**config.mk**
```make
export PLATFORM = sky130hd
export DESIGN_NAME = sccb_master
export DESIGN_NICKNAME = d
export VERILOG_FILES = /design/src/verilog/sccb_pkg.sv /design/src/verilog/sccb_init_seq.sv /design/src/verilog/sccb_phase_ctrl.sv /design/src/verilog/sccb_bit_engine.sv /design/src/verilog/sccb_master.sv
export SDC_FILE = /design/constraint.sdc
export NUM_CORES = 1
export LEC_CHECK = 0
export BUFFER_PORTS_ARGS = -buffer_cell sky130_fd_sc_hd__buf_2
export CAP_MARGIN = 20
export CORE_AREA = 2 2 128 130
export CTS_CLUSTER_SIZE = 24
export DETAILED_ROUTE_END_ITERATION = 6
export DIE_AREA = 0 0 130 132
export HOLD_SLACK_MARGIN = 0.06
export PLACE_DENSITY = 0.59
export SYNTH_ARGS = -nofsm -noshare
export SYNTH_HDL_FRONTEND = slang
export SYNTH_SLANG_ARGS = --single-unit
```
**constraint.sdc**
```tcl
create_clock -name SCCB_CLK -period 4.4 [get_ports SCCB_CLK]
set_input_delay 0.22 -clock SCCB_CLK [delete_from_list [all_inputs] [get_ports SCCB_CLK]]
set_output_delay 0.22 -clock SCCB_CLK [all_outputs]
set_load 0.01 [all_outputs]
```
**src/verilog/sccb_pkg.sv**
```systemverilog
// ~~~~~~~~~~~~~~~~~~~~~~~~~~~~~~~~~~~~~~~~~~~~~~~~
// shared SCCB types, 2-wire mode only
// dev_id is 7 bits; the framer appends the r/w bit
// ~~~~~~~~~~~~~~~~~~~~~~~~~~~~~~~~~~~~~~~~~~~~~~~~
package sccb_pkg;

   // transaction opcode
   typedef enum logic {
      OP_WRITE = 1'b0,  // 3-phase write
      OP_READ  = 1'b1   // 2-phase write, stop, 2-phase read
   } sccb_op_e;

   // one register transaction, 24 bits
   typedef struct packed {
      sccb_op_e   op;
      logic [6:0] dev_id;    // 7-bit slave address
      logic [7:0] reg_addr;  // sub-address
      logic [7:0] wr_data;   // ignored on read
   } sccb_cmd_t;

   // phase kinds handed to the bit engine
   typedef enum logic [1:0] {
      PH_START = 2'd0,  // 1 bit, sio_d falls with sio_c high
      PH_TX    = 2'd1,  // 8 bits out, 9th released (don't care)
      PH_RX    = 2'd2,  // 8 bits in, 9th driven high (NA)
      PH_STOP  = 2'd3   // 2 bits, sio_d rises with sio_c high
   } phase_kind_e;

   // one phase, 10 bits
   typedef struct packed {
      phase_kind_e kind;
      logic [7:0]  tx_byte;  // only for PH_TX
   } sccb_phase_t;

   // camera address (OV2640 write id 0x60 >> 1)
   localparam logic [6:0] SCCB_DEV_CAM = 7'h30;

endpackage

```
**src/verilog/sccb_init_seq.sv**
```systemverilog
// ~~~~~~~~~~~~~~~~~~~~~~~~~~~~~~~~~~~~~~~~~~~~~~~~
// boot table runs once after reset, host_go ignored until init_done
// one host command at a time, busy until its frame completes
// ~~~~~~~~~~~~~~~~~~~~~~~~~~~~~~~~~~~~~~~~~~~~~~~~
module sccb_init_seq (
   input  logic                SCCB_CLK,
   input  logic                RST_N,
   input  sccb_pkg::sccb_cmd_t host_cmd,
   input  logic                host_go,
   input  logic                frame_done,
   input  logic                frame_busy,
   output sccb_pkg::sccb_cmd_t cmd,
   output logic                cmd_go,
   output logic                busy,
   output logic                init_done
);
   import sccb_pkg::*;

   typedef enum logic [1:0] {SEQ_BOOT, SEQ_WAIT, SEQ_IDLE, SEQ_HOST} seq_state_e;

   localparam int BOOT_LEN = 4;  // fixed by the table below

   seq_state_e state;
   logic [1:0] idx;         // boot table entry in flight
   logic       issue;       // cmd_go next cycle
   sccb_cmd_t  issue_cmd;

   // boot register table, all writes to the camera
   function automatic sccb_cmd_t boot_cmd(input logic [1:0] i);
      logic [15:0] rv;  // {reg, data}
      case (i)
         2'd0:    rv = {8'hFF, 8'h01};  // bank select: sensor
         2'd1:    rv = {8'h12, 8'h80};  // COM7 soft reset
         2'd2:    rv = {8'h11, 8'h01};  // CLKRC divider
         default: rv = {8'h15, 8'h02};  // COM10 vsync polarity
      endcase
      boot_cmd = '{op: OP_WRITE, dev_id: SCCB_DEV_CAM, reg_addr: rv[15:8], wr_data: rv[7:0]};
   endfunction

   always_comb begin
      issue     = 1'b0;
      issue_cmd = boot_cmd(idx);
      case (state)
         SEQ_BOOT: issue = !frame_busy;  // first entry right after reset
         SEQ_WAIT: begin
            // chain next entry straight off frame_done
            if (frame_done && idx != 2'(BOOT_LEN - 1)) begin
               issue     = 1'b1;
               issue_cmd = boot_cmd(idx + 2'd1);
            end
         end
         SEQ_IDLE: begin
            if (host_go && !frame_busy) begin
               issue     = 1'b1;
               issue_cmd = host_cmd;
            end
         end
         default: issue = 1'b0;  // SEQ_HOST waits
      endcase
   end

   always_ff @(posedge SCCB_CLK) begin
      if (issue) cmd <= issue_cmd;  // held until the framer latches it
   end

   always_ff @(posedge SCCB_CLK or negedge RST_N) begin
      if (!RST_N) begin
         state  <= SEQ_BOOT;
         idx    <= '0;
         cmd_go <= 1'b0;
      end else begin
         cmd_go <= issue;
         case (state)
            SEQ_BOOT: if (issue) state <= SEQ_WAIT;
            SEQ_WAIT: begin
               if (frame_done) begin
                  if (idx == 2'(BOOT_LEN - 1)) state <= SEQ_IDLE;  // table finished
                  else idx <= idx + 2'd1;
               end
            end
            SEQ_IDLE: if (issue) state <= SEQ_HOST;
            default:  if (frame_done) state <= SEQ_IDLE;
         endcase
      end
   end

   assign busy      = (state == SEQ_HOST);
   assign init_done = (state == SEQ_IDLE) || (state == SEQ_HOST);

endmodule

```
**src/verilog/sccb_phase_ctrl.sv**
```systemverilog
// ~~~~~~~~~~~~~~~~~~~~~~~~~~~~~~~~~~~~~~~~~~~~~~~~
// cmd_go only while frame_busy is low, cmd sampled on cmd_go
// ~~~~~~~~~~~~~~~~~~~~~~~~~~~~~~~~~~~~~~~~~~~~~~~~
module sccb_phase_ctrl (
   input  logic                  SCCB_CLK,
   input  logic                  RST_N,
   input  sccb_pkg::sccb_cmd_t   cmd,
   input  logic                  cmd_go,
   input  logic                  phase_done,
   input  logic [7:0]            rx_byte,
   output sccb_pkg::sccb_phase_t phase,
   output logic                  phase_go,
   output logic                  frame_busy,
   output logic                  frame_done,
   output logic [7:0]            rd_data,
   output logic                  rd_valid
);
   import sccb_pkg::*;

   // one state per phase of the longest frame (read)
   typedef enum logic [3:0] {
      FR_IDLE, FR_START_A, FR_ID_W, FR_REG, FR_DATA, FR_STOP_A,
      FR_START_B, FR_ID_R, FR_RX, FR_STOP_END
   } fr_state_e;

   fr_state_e state, state_nxt;
   logic      go_nxt;
   sccb_cmd_t cmd_q;     // latched command
   sccb_cmd_t cmd_cur;   // live cmd in idle, latched copy after

   function automatic fr_state_e next_of(input fr_state_e s, input sccb_op_e op);
      case (s)
         FR_START_A: next_of = FR_ID_W;
         FR_ID_W:    next_of = FR_REG;
         FR_REG:     next_of = (op == OP_WRITE) ? FR_DATA : FR_STOP_A;
         FR_DATA:    next_of = FR_STOP_END;
         FR_STOP_A:  next_of = FR_START_B;  // repeated start for read half
         FR_START_B: next_of = FR_ID_R;
         FR_ID_R:    next_of = FR_RX;
         FR_RX:      next_of = FR_STOP_END;
         default:    next_of = FR_IDLE;
      endcase
   endfunction

   function automatic sccb_phase_t phase_of(input fr_state_e s, input sccb_cmd_t c);
      phase_kind_e k;
      logic [7:0]  b;
      b = 8'h00;
      case (s)
         FR_START_A, FR_START_B: k = PH_START;
         FR_ID_W: begin
            k = PH_TX;
            b = {c.dev_id, 1'b0};  // write id
         end
         FR_ID_R: begin
            k = PH_TX;
            b = {c.dev_id, 1'b1};  // read id
         end
         FR_REG: begin
            k = PH_TX;
            b = c.reg_addr;
         end
         FR_DATA: begin
            k = PH_TX;
            b = c.wr_data;
         end
         FR_RX:   k = PH_RX;
         default: k = PH_STOP;
      endcase
      phase_of = '{kind: k, tx_byte: b};
   endfunction

   assign cmd_cur = (state == FR_IDLE) ? cmd : cmd_q;

   always_comb begin
      state_nxt = state;
      go_nxt    = 1'b0;
      if (state == FR_IDLE) begin
         if (cmd_go) begin
            state_nxt = FR_START_A;
            go_nxt    = 1'b1;
         end
      end else if (phase_done) begin
         state_nxt = next_of(state, cmd_q.op);
         go_nxt    = (state_nxt != FR_IDLE);  // no phase after the final stop
      end
   end

   // payload regs
   always_ff @(posedge SCCB_CLK) begin
      if (state == FR_IDLE && cmd_go) cmd_q <= cmd;
      if (go_nxt) phase <= phase_of(state_nxt, cmd_cur);
      if (phase_done && state == FR_RX) rd_data <= rx_byte;  // held until next read
   end

   always_ff @(posedge SCCB_CLK or negedge RST_N) begin
      if (!RST_N) begin
         state      <= FR_IDLE;
         phase_go   <= 1'b0;
         frame_done <= 1'b0;
         rd_valid   <= 1'b0;
      end else begin
         state      <= state_nxt;
         phase_go   <= go_nxt;
         frame_done <= phase_done && (state == FR_STOP_END);
         rd_valid   <= phase_done && (state == FR_RX);
      end
   end

   assign frame_busy = (state != FR_IDLE);

endmodule

```
**src/verilog/sccb_bit_engine.sv**
```systemverilog
// ~~~~~~~~~~~~~~~~~~~~~~~~~~~~~~~~~~~~~~~~~~~~~~~~
// no clock stretching; sio_d_i used unsynchronized, CLK_DIV >= 2
// ~~~~~~~~~~~~~~~~~~~~~~~~~~~~~~~~~~~~~~~~~~~~~~~~
module sccb_bit_engine #(
   parameter int CLK_DIV = 125  // SCCB_CLK cycles per quarter bit
) (
   input  logic                  SCCB_CLK,
   input  logic                  RST_N,
   input  sccb_pkg::sccb_phase_t phase,
   input  logic                  phase_go,
   output logic                  phase_done,
   output logic [7:0]            rx_byte,
   output logic                  sio_c,
   output logic                  sio_d_o,
   output logic                  sio_d_oe,
   input  logic                  sio_d_i
);
   import sccb_pkg::*;

   localparam int DIV_W = (CLK_DIV > 1) ? $clog2(CLK_DIV) : 1;

   logic [DIV_W-1:0] div_cnt;
   logic             tick;       // last cycle of a quarter
   logic             active;
   phase_kind_e      kind;
   logic [3:0]       bit_cnt;
   logic [3:0]       last_bit;
   logic [1:0]       qtr;        // 0,1 clock low  2,3 clock high (data bits)
   logic [7:0]       shreg;      // tx bits out msb first
   logic             c_nxt, d_o_nxt, d_oe_nxt;

   assign tick = active && (div_cnt == DIV_W'(CLK_DIV - 1));

   always_comb begin
      case (kind)
         PH_START: last_bit = 4'd0;
         PH_STOP:  last_bit = 4'd1;
         default:  last_bit = 4'd8;  // 8 data + 9th bit
      endcase
   end

   // q0 of a clocked bit holds sio_d so it only moves after sio_c fell
   always_comb begin
      c_nxt    = 1'b1;
      d_o_nxt  = sio_d_o;
      d_oe_nxt = sio_d_oe;
      if (!active) begin
         if (kind != PH_START) begin  // after a start sio_d stays low until the next bit
            d_o_nxt  = 1'b1;  // idle clock high and data released
            d_oe_nxt = 1'b0;
         end
      end else if (kind == PH_START) begin
         d_oe_nxt = 1'b1;
         d_o_nxt  = ~qtr[1];  // falls halfway while clock stays high
      end else if (kind == PH_STOP && bit_cnt == 4'd1) begin
         d_oe_nxt = 1'b1;
         d_o_nxt  = qtr[1];   // rises halfway while clock stays high
      end else begin
         c_nxt = qtr[1];
         if (qtr != 2'd0) begin
            case (kind)
               PH_TX: begin
                  d_oe_nxt = (bit_cnt != 4'd8);  // release for don't care
                  d_o_nxt  = (bit_cnt == 4'd8) ? 1'b1 : shreg[7];
               end
               PH_RX: begin
                  d_oe_nxt = (bit_cnt == 4'd8);  // master drives NA
                  d_o_nxt  = 1'b1;
               end
               default: begin
                  d_oe_nxt = 1'b1;  // stop bit 0 pulls data low
                  d_o_nxt  = 1'b0;
               end
            endcase
         end
      end
   end

   always_ff @(posedge SCCB_CLK or negedge RST_N) begin
      if (!RST_N) begin
         active     <= 1'b0;
         kind       <= PH_START;
         div_cnt    <= '0;
         bit_cnt    <= '0;
         qtr        <= '0;
         phase_done <= 1'b0;
         sio_c      <= 1'b1;
         sio_d_o    <= 1'b1;
         sio_d_oe   <= 1'b0;
      end else begin
         phase_done <= 1'b0;
         sio_c      <= c_nxt;     // all pins one cycle behind the counters
         sio_d_o    <= d_o_nxt;
         sio_d_oe   <= d_oe_nxt;
         if (!active && phase_go) begin
            active  <= 1'b1;
            kind    <= phase.kind;
            div_cnt <= '0;
            bit_cnt <= '0;
            qtr     <= '0;
         end else if (active) begin
            div_cnt <= tick ? '0 : div_cnt + 1'b1;
            if (tick) begin
               qtr <= qtr + 2'd1;
               if (qtr == 2'd3) begin
                  if (bit_cnt == last_bit) begin
                     active     <= 1'b0;
                     phase_done <= 1'b1;  // cycle after last quarter
                  end else begin
                     bit_cnt <= bit_cnt + 4'd1;
                  end
               end
            end
         end
      end
   end

   // shift and sample paths
   always_ff @(posedge SCCB_CLK) begin
      if (!active && phase_go) begin
         shreg <= phase.tx_byte;
      end else if (tick && qtr == 2'd3 && kind == PH_TX) begin
         shreg <= {shreg[6:0], 1'b0};  // next bit at end of this one
      end
      if (tick && qtr == 2'd2 && kind == PH_RX && bit_cnt < 4'd8) begin
         rx_byte <= {rx_byte[6:0], sio_d_i};  // sample mid clock-high
      end
   end

endmodule

```
**src/verilog/sccb_master.sv**
```systemverilog
// ~~~~~~~~~~~~~~~~~~~~~~~~~~~~~~~~~~~~~~~~~~~~~~~~
// sio_d split in o/oe/i, bus resolved outside
// ~~~~~~~~~~~~~~~~~~~~~~~~~~~~~~~~~~~~~~~~~~~~~~~~
module sccb_master #(
   parameter int CLK_DIV = 125  // quarter bit in SCCB_CLK cycles
) (
   input  logic                SCCB_CLK,
   input  logic                RST_N,
   input  sccb_pkg::sccb_cmd_t host_cmd,
   input  logic                host_go,
   output logic                busy,
   output logic                init_done,
   output logic [7:0]          rd_data,
   output logic                rd_valid,
   output logic                sio_c,
   output logic                sio_d_o,
   output logic                sio_d_oe,
   input  logic                sio_d_i
);
   import sccb_pkg::*;

   sccb_cmd_t   cmd;          // command stage -> framer
   logic        cmd_go;
   logic        frame_done;
   logic        frame_busy;
   sccb_phase_t phase;        // framer -> bit engine
   logic        phase_go;
   logic        phase_done;
   logic [7:0]  rx_byte;

   sccb_init_seq sccb_init_seq_i (
      .SCCB_CLK   (SCCB_CLK),
      .RST_N      (RST_N),
      .host_cmd   (host_cmd),
      .host_go    (host_go),
      .frame_done (frame_done),
      .frame_busy (frame_busy),
      .cmd        (cmd),
      .cmd_go     (cmd_go),
      .busy       (busy),
      .init_done  (init_done)
   );

   sccb_phase_ctrl sccb_phase_ctrl_i (
      .SCCB_CLK   (SCCB_CLK),
      .RST_N      (RST_N),
      .cmd        (cmd),
      .cmd_go     (cmd_go),
      .phase_done (phase_done),
      .rx_byte    (rx_byte),
      .phase      (phase),
      .phase_go   (phase_go),
      .frame_busy (frame_busy),
      .frame_done (frame_done),
      .rd_data    (rd_data),
      .rd_valid   (rd_valid)
   );

   sccb_bit_engine #(
      .CLK_DIV (CLK_DIV)
   ) sccb_bit_engine_i (
      .SCCB_CLK   (SCCB_CLK),
      .RST_N      (RST_N),
      .phase      (phase),
      .phase_go   (phase_go),
      .phase_done (phase_done),
      .rx_byte    (rx_byte),
      .sio_c      (sio_c),
      .sio_d_o    (sio_d_o),
      .sio_d_oe   (sio_d_oe),
      .sio_d_i    (sio_d_i)
   );

endmodule

```
### Word level (Yosys, flattened, before mapping)

Index checks and enable logic that the tools add are counted.

| word-level totals | value |
|---|---|
| register bits | 114 |
| input port bits | 28 |
| output and inout bits | 14 |
| word-level logic and storage cells | 183 |

| cells by class | value |
|---|---|
| add/subtract/negate cells | 4 |
| magnitude comparators | 1 |
| eq/ne operators | 41 |
| muxes and demuxes | 67 |
| bitwise logic cells | 2 |
| reduce and logical (&&, ||, !) cells | 39 |

Operator list:

| kind | number |
|---|---|
| $pmux 16 s3 | 2 |
| $pmux 24 s2 | 1 |
| $mux 4 | 10 |
| $pmux 8 s4 | 1 |
| $mux 1 | 30 |
| $eq 4x3->1 const B | 7 |
| $pmux 4 s7 | 1 |
| $mux 24 | 1 |
| $mux 23 | 1 |
| $mux 7 | 3 |
| $eq 2x2->1 const B | 9 |
| $eq 4x2->1 const B | 4 |
| $eq 4x4->1 const B | 4 |
| $mux 16 | 1 |
| $mux 2 | 8 |
| $mux 8 | 2 |
| $reduce_bool 2->1 | 7 |
| $logic_and 1x1->1 | 13 |
| $eq 4x1->1 const B | 3 |
| $pmux 2 s3 | 2 |
| $ne 2x1->1 const B | 5 |
| $eq 2x1->1 const B | 4 |
| $logic_not 2->1 | 4 |
| $ne 4x4->1 const B | 2 |
| other kinds (22) | 29 |

### Logic depth before layout (Yosys ltp)

| depth | value |
|---|---|
| depth in word-level cells | 10 |
| mapped depth | 8 |
| depth with buffers taken out | 7 |

### Cells and area by module

From an unflattened synthesis, not the netlist that was laid out.

| unflattened totals | value |
|---|---|
| cell total of the unflattened synthesis | 454 |
| area total of the unflattened synthesis | 5565.3 µm² |

By module, submodules not included:

| module | times used | cells an instance | area each (µm²) | sequential area each (µm²) |
|---|---|---|---|---|
| sccb_phase_ctrl | 1 | 157 | 2235.9 | 1436.4 |
| sccb_bit_engine | 1 | 167 | 1767.9 | 983.4 |
| sccb_init_seq | 1 | 130 | 1561.5 | 845.8 |

### Worst setup path before layout

No wires, ideal clock.

| path | value |
|---|---|
| kind | reg-to-reg |
| start | register sccb_init_seq_i.state[1] |
| end | register sccb_init_seq_i.state[1] |
| setup time | 0.129 ns |
| data arrival time | 2.939 ns |
| required time | 4.271 ns |
| path slack | 1.332 ns |
| stages on the path, launching flop included | 8 |
| buffers on the path | 1 |
| clock period less this slack | 3.068 ns |
| cells stage by stage | dfrtp_1 inv_1 ha_1 clkbuf_1 nand2_1 a31oi_1 o21ai_1 mux2i_1 |

| between the ends | value |
|---|---|
| cells in the longest elaborated chain, start to end | 4 |
| elaborated cells between the ends (all ways) | 11 |
| classes of those cells | 6 x eq/ne; 2 x mux; 3 x reduce/logical |

RTL lines:

| element | line | text |
|---|---|---|
| from (decl) | sccb_init_seq.sv:23 | `seq_state_e state;` |
| from (signal assigned) | sccb_init_seq.sv:68 | `state <= SEQ_BOOT;` |
| from (signal assigned) | sccb_init_seq.sv:74 | `SEQ_BOOT: if (issue) state <= SEQ_WAIT;` |
| from (signal assigned) | sccb_init_seq.sv:77 | `if (idx == 2'(BOOT_LEN - 1)) state <= SEQ_IDLE;` |
| $eq 2x2->1, or another cell as far along | sccb_init_seq.sv:43 | `case (state)` |
| $pmux 1 s3 * | sccb_init_seq.sv:43 |  |
| net sccb_init_seq_i.issue | sccb_init_seq.sv:25 | `logic issue;` |
| $ne 2x1->1 (no line) | n/a |  |
| $reduce_and 5->1 (no line) * | n/a |  |

The timed path passes the listed nets; every way through them passes the cells marked *.
A chain may end at the register's enable or synchronous reset.

### Worst setup path in the final report

| path | value |
|---|---|
| start | register sccb_phase_ctrl_i.state[3] |
| end | register sccb_phase_ctrl_i.phase[8] (netlist name) |

| between the ends | value |
|---|---|
| cells in the longest elaborated chain, start to end | 10 |
| elaborated cells between the ends (all ways) | 26 |
| classes of those cells | 15 x eq/ne; 7 x mux; 4 x reduce/logical |

RTL lines:

| element | line | text |
|---|---|---|
| from (decl) | sccb_phase_ctrl.sv:26 | `fr_state_e state, state_nxt;` |
| from (signal assigned) | sccb_phase_ctrl.sv:103 | `state <= state_nxt;` |
| $eq 4x3->1 or $eq 4x4->1 (tied branches) | sccb_phase_ctrl.sv:32 | `case (s)` |
| $reduce_or 2->1 (no line) | n/a |  |
| $pmux 4 s7 | sccb_phase_ctrl.sv:32 |  |
| $mux 4 | sccb_phase_ctrl.sv:83 | `end else if (phase_done) begin` |
| $mux 4 | sccb_phase_ctrl.sv:78 | `if (state == FR_IDLE) begin` |
| $mux 4 | sccb_phase_ctrl.sv:83 |  |
| $mux 4 * | sccb_phase_ctrl.sv:78 |  |
| $eq 4x2->1, or another cell as far along | sccb_phase_ctrl.sv:49 | `case (s)` |
| $reduce_or 4->1 (no line) or $reduce_or 2->1 (tied branches) | n/a |  |
| $pmux 2 s3 * | sccb_phase_ctrl.sv:49 |  |

Mark *: on every way between the ends. The rest lies on a longest branch, timed or not. The select of a mux whose other input is x is not followed.

==> metrics.yaml <==
sta:
  setup_violations: 0
  fin_crit_sh_pct: 57.70
  grt_setup_unrepaired: "no"
  finalHoldViolations: 0
  period_minus_slack_ns: 2.539
  slew_headroom_pct: 37.84
  hold_slack_ns: 0.08761
  fin_worst_skew_ns: 0.007545
  clock.fmax_mhz: 393.9
  fin_setup_tns_ns: 0
  tightest_slew_ns: 0.9261
  slew_viol_final: 0
  setup_slack_ns: 1.861
layout:
  num_antenna_cells: 0
  fin_util_pct: 41.55
  multiInputGateArea_mm2: 0.002019
  drive_gt1_share_pct: 18.54
  syn_to_final_growth_pct: 19.60
  stdcell_area_mm2: 0.006529
  nFillCells: 1469
  fin_nets: 545
  regArea_mm2: 0.003266
clock_tree:
  cts_num_sinks: 114
  post_cts_resized: 0
  htree_num_levels: 4
  cts_buffer_depth: 2
  cts_buffers: 17
  cts_tree: "built"
  insertion_delay_ns: 0.41
  clk_pin_slew_worst_paths_ns: 0.05
  cts_root_buf: "clkbuf_16"
global_routing:
  grt_pass1_wl_um: 17440
  antenna_found_initial: 0
  grt_usage_pct: 13.12
  grt_max_degree: 33
  grt_pass1_vias: 3566
  overflow: 0
routing:
  ant_nets: 0
  vias_per_cell: 4.805
  avgRoutedWirePerCell_um: 14.17
  drc: 0
  routed_wl_um: 10250
  drt_pass1_iterations: 4
  vias: 3474
  first_iter_violations: 147
synthesis:
  netlist_area_mm2: 0.005459
  synth_top_area_share_pct: 45.11
  synthCells: 447
  synth.ff_latch_count: 114
  synth_ff_type: "edfxtp_1"
  synth_edf_count: 82
  yosys.area.top_type: "edfxtp_1"
  syn_area_per_cell_um2: 12.21
  synth_nets: 497
  synth_area_leaders: "edfxtp_1, dfrtp_1, ha_1"
  ys_warn_count: 0
  ys_types: 60
  synthArstFlopShare_pct: 28.07
  yosysSeqAreaShare_pct: 59.82
setup_path:
  worstSetupEndpointType: "flip-flop"
  rrSetupSlack_ns: 1.86
  path_max_fanout: 25
  crit_required_ns: 4.55
  arrival_ns: 2.69
  critical_path_class: "reg -> reg"
  cpLargestDelayFamily: "simple AND/OR/NAND/NOR gates"
  cp_cell_sequence: "nor4_4 -> buf_4 -> and2_4 -> nor3_4 -> xor2_1 -> o32a_1"
  critPathLaunchType: "flip-flop"
  max_stage_delay_ns: 0.54
  slowest_stage: "dfrtp_1"
  crit_buf_inv: 1
floorplanning:
  num_rows: 46
  boundaryPins: 42
  die_y_um: 132
  die_area_mm2: 0.01716
  die_width_um: 130
  coreArea_mm2: 0.01571
  start_util_pct: 34.74
worst_hold_path:
  hp-class: "in -> reg"
power_and_ir_drop:
  ir_worst_vdd_mv: 0.2882
  p_leak_nw: 2.460
  power_density_mw_per_mm2: 396.6
placed_design:
  gp_congestion: 0.8278
  port_buffers: 41
  place_area_mm2: 0.005854
  place_ws_ns: 1.874
  hpwl_um: 7166
run:
  cap_violations: 0
status:
  status: "complete, no violations"
[sequential cells by signal (all words and copies together) (netlist names), 2 cells and up]
signal	count
sccb_init_seq_i.cmd	24
sccb_phase_ctrl_i.cmd_q	24
sccb_phase_ctrl_i.phase	10
sccb_bit_engine_i.rx_byte	8
sccb_bit_engine_i.shreg	8
sccb_phase_ctrl_i.rd_data	8
sccb_bit_engine_i.div_cnt	7
sccb_bit_engine_i.bit_cnt	4
sccb_phase_ctrl_i.state	4
sccb_bit_engine_i.kind	2
sccb_bit_engine_i.qtr	2
sccb_init_seq_i.idx	2
sccb_init_seq_i.state	2
[path summary, 6_finish.rpt]
| path | from | end | depth (start not counted) |
|---|---|---|---|
| max | sccb_phase_ctrl_i.state[3]$_DFF_PN0_ | sccb_phase_ctrl_i.phase[8]$_DFFE_PP_ | 6 |
| min | host_cmd[12] | sccb_init_seq_i.cmd[12]$_DFFE_PP_ | 3 |
| max reg2reg | sccb_phase_ctrl_i.state[3]$_DFF_PN0_ | sccb_phase_ctrl_i.phase[8]$_DFFE_PP_ | 6 |
| min reg2reg | sccb_init_seq_i.cmd[23]$_DFFE_PP_ | sccb_phase_ctrl_i.cmd_q[23]$_DFFE_PP_ | 0 |
| max in group asynchronous | RST_N | sccb_init_seq_i.cmd_go$_DFF_PN0_ | 2 |
| min in group asynchronous | RST_N | sccb_phase_ctrl_i.rd_valid$_DFF_PN0_ | 2 |
[placed cells by master (no fill, tap or decap), types with 5 or more instances in the layout]
cell / netlist / layout
edfxtp_1: 82 / 82
nand2_1: 43 / 43
buf_2: 5 / 41
nor2_1: 30 / 30
dfrtp_1: 30 / 30
a21oi_1: 23 / 23
ha_1: 22 / 22
inv_1: 19 / 19
mux2i_1: 18 / 18
clkbuf_16: 0 / 17
and3_1: 15 / 15
o21ai_0: 14 / 14
mux2_2: 9 / 9
nand2b_1: 8 / 8
o221ai_1: 8 / 8
nand3_1: 8 / 8
nor3b_1: 7 / 7
o22a_1: 7 / 7
xor2_1: 6 / 6
dlygate4sd3_1: 0 / 6
nor2b_1: 5 / 5
[cell type report]
type | instances | share of cell area (%)
clock buffer | 20 | 6.688
clock inverter | 11 | 2.491
inverter | 19 | 1.092
multi-input combinational | 291 | 30.93
sequential | 114 | 50.02
tap | 216 | 4.140
timing repair buffer | 52 | 4.638
[cells in the mapped netlist, types with 3 or more instances]
library cell   n
nor3b_1        7
a22o_1         4
nand3_1        8
or3_1          3
nand2_1       43
or2_2          3
buf_2          5
a31oi_1        3
nand2b_1       8
o31ai_1        4
o21ai_0       14
dfrtp_1       30
o221ai_1       8
nand4b_1       3
a21o_1         4
edfxtp_1      82
o22a_1         7
ha_1          22
nor2b_1        5
and3_1        15
a21oi_1       23
nor2_1        30
clkbuf_1      14
xnor2_1        4
xor2_1         6
inv_1         19
a21boi_0       3
nor3_1         3
mux2i_1       18
mux2_2         9
[per-stage QoR]
stage / total power [W] / cells
finish: 0.002589 / 723
global route: 0.002685 / 723
CTS: 0.002631 / 721
detailed placement: 0.001218 / 684
global placement: 0.001217 / 684
floorplan: 0.001191 / 447
[metal layers]
layer | global-route usage (%) | wire length [µm] | up-vias
met5 | 0 | 0 | -
met4 | 6.332 | 143 | 0
met3 | 3.937 | 425 | 9
met2 | 20.01 | 4669 | 80
met1 | 16.99 | 5009 | 1639
li1 | - | - | 1746
[worst register-to-register path: stages (launching register included)]
cell,delay (ns)
dfrtp_1,0.54
nor4_4,0.30
buf_4,0.33
and2_4,0.44
nor3_4,0.17
xor2_1,0.20
o32a_1,0.31
[logic make-up (layout without fill, tap and decap cells)]
logic type	after synthesis	in the layout	synth area share (%)
AND/OR/NAND/NOR	143	143	13.91
flip-flops	114	114	59.82
AO/OA/AOI/OAI	89	89	11.16
buffers and inverters	42	102	3.300
multiplexers	27	27	5.157
adder cells (fa/ha/maj)	22	22	5.042
XOR/XNOR	10	10	1.604
[power breakdown]
part / total, W / internal [W] / switching (W)
Sequential: 0.00115 / 0.00115 / 0.00000103
Clock: 0.00139 / 0.000937 / 0.000451
Combinational: 0.0000543 / 0.0000247 / 0.0000296
[what timing repair did]
item	4_1_cts	5_1_grt
buffers inserted	0	0
hold buffers	6	0
hold endpoints to repair	35	0
Power figures use the tool's default switching activity.
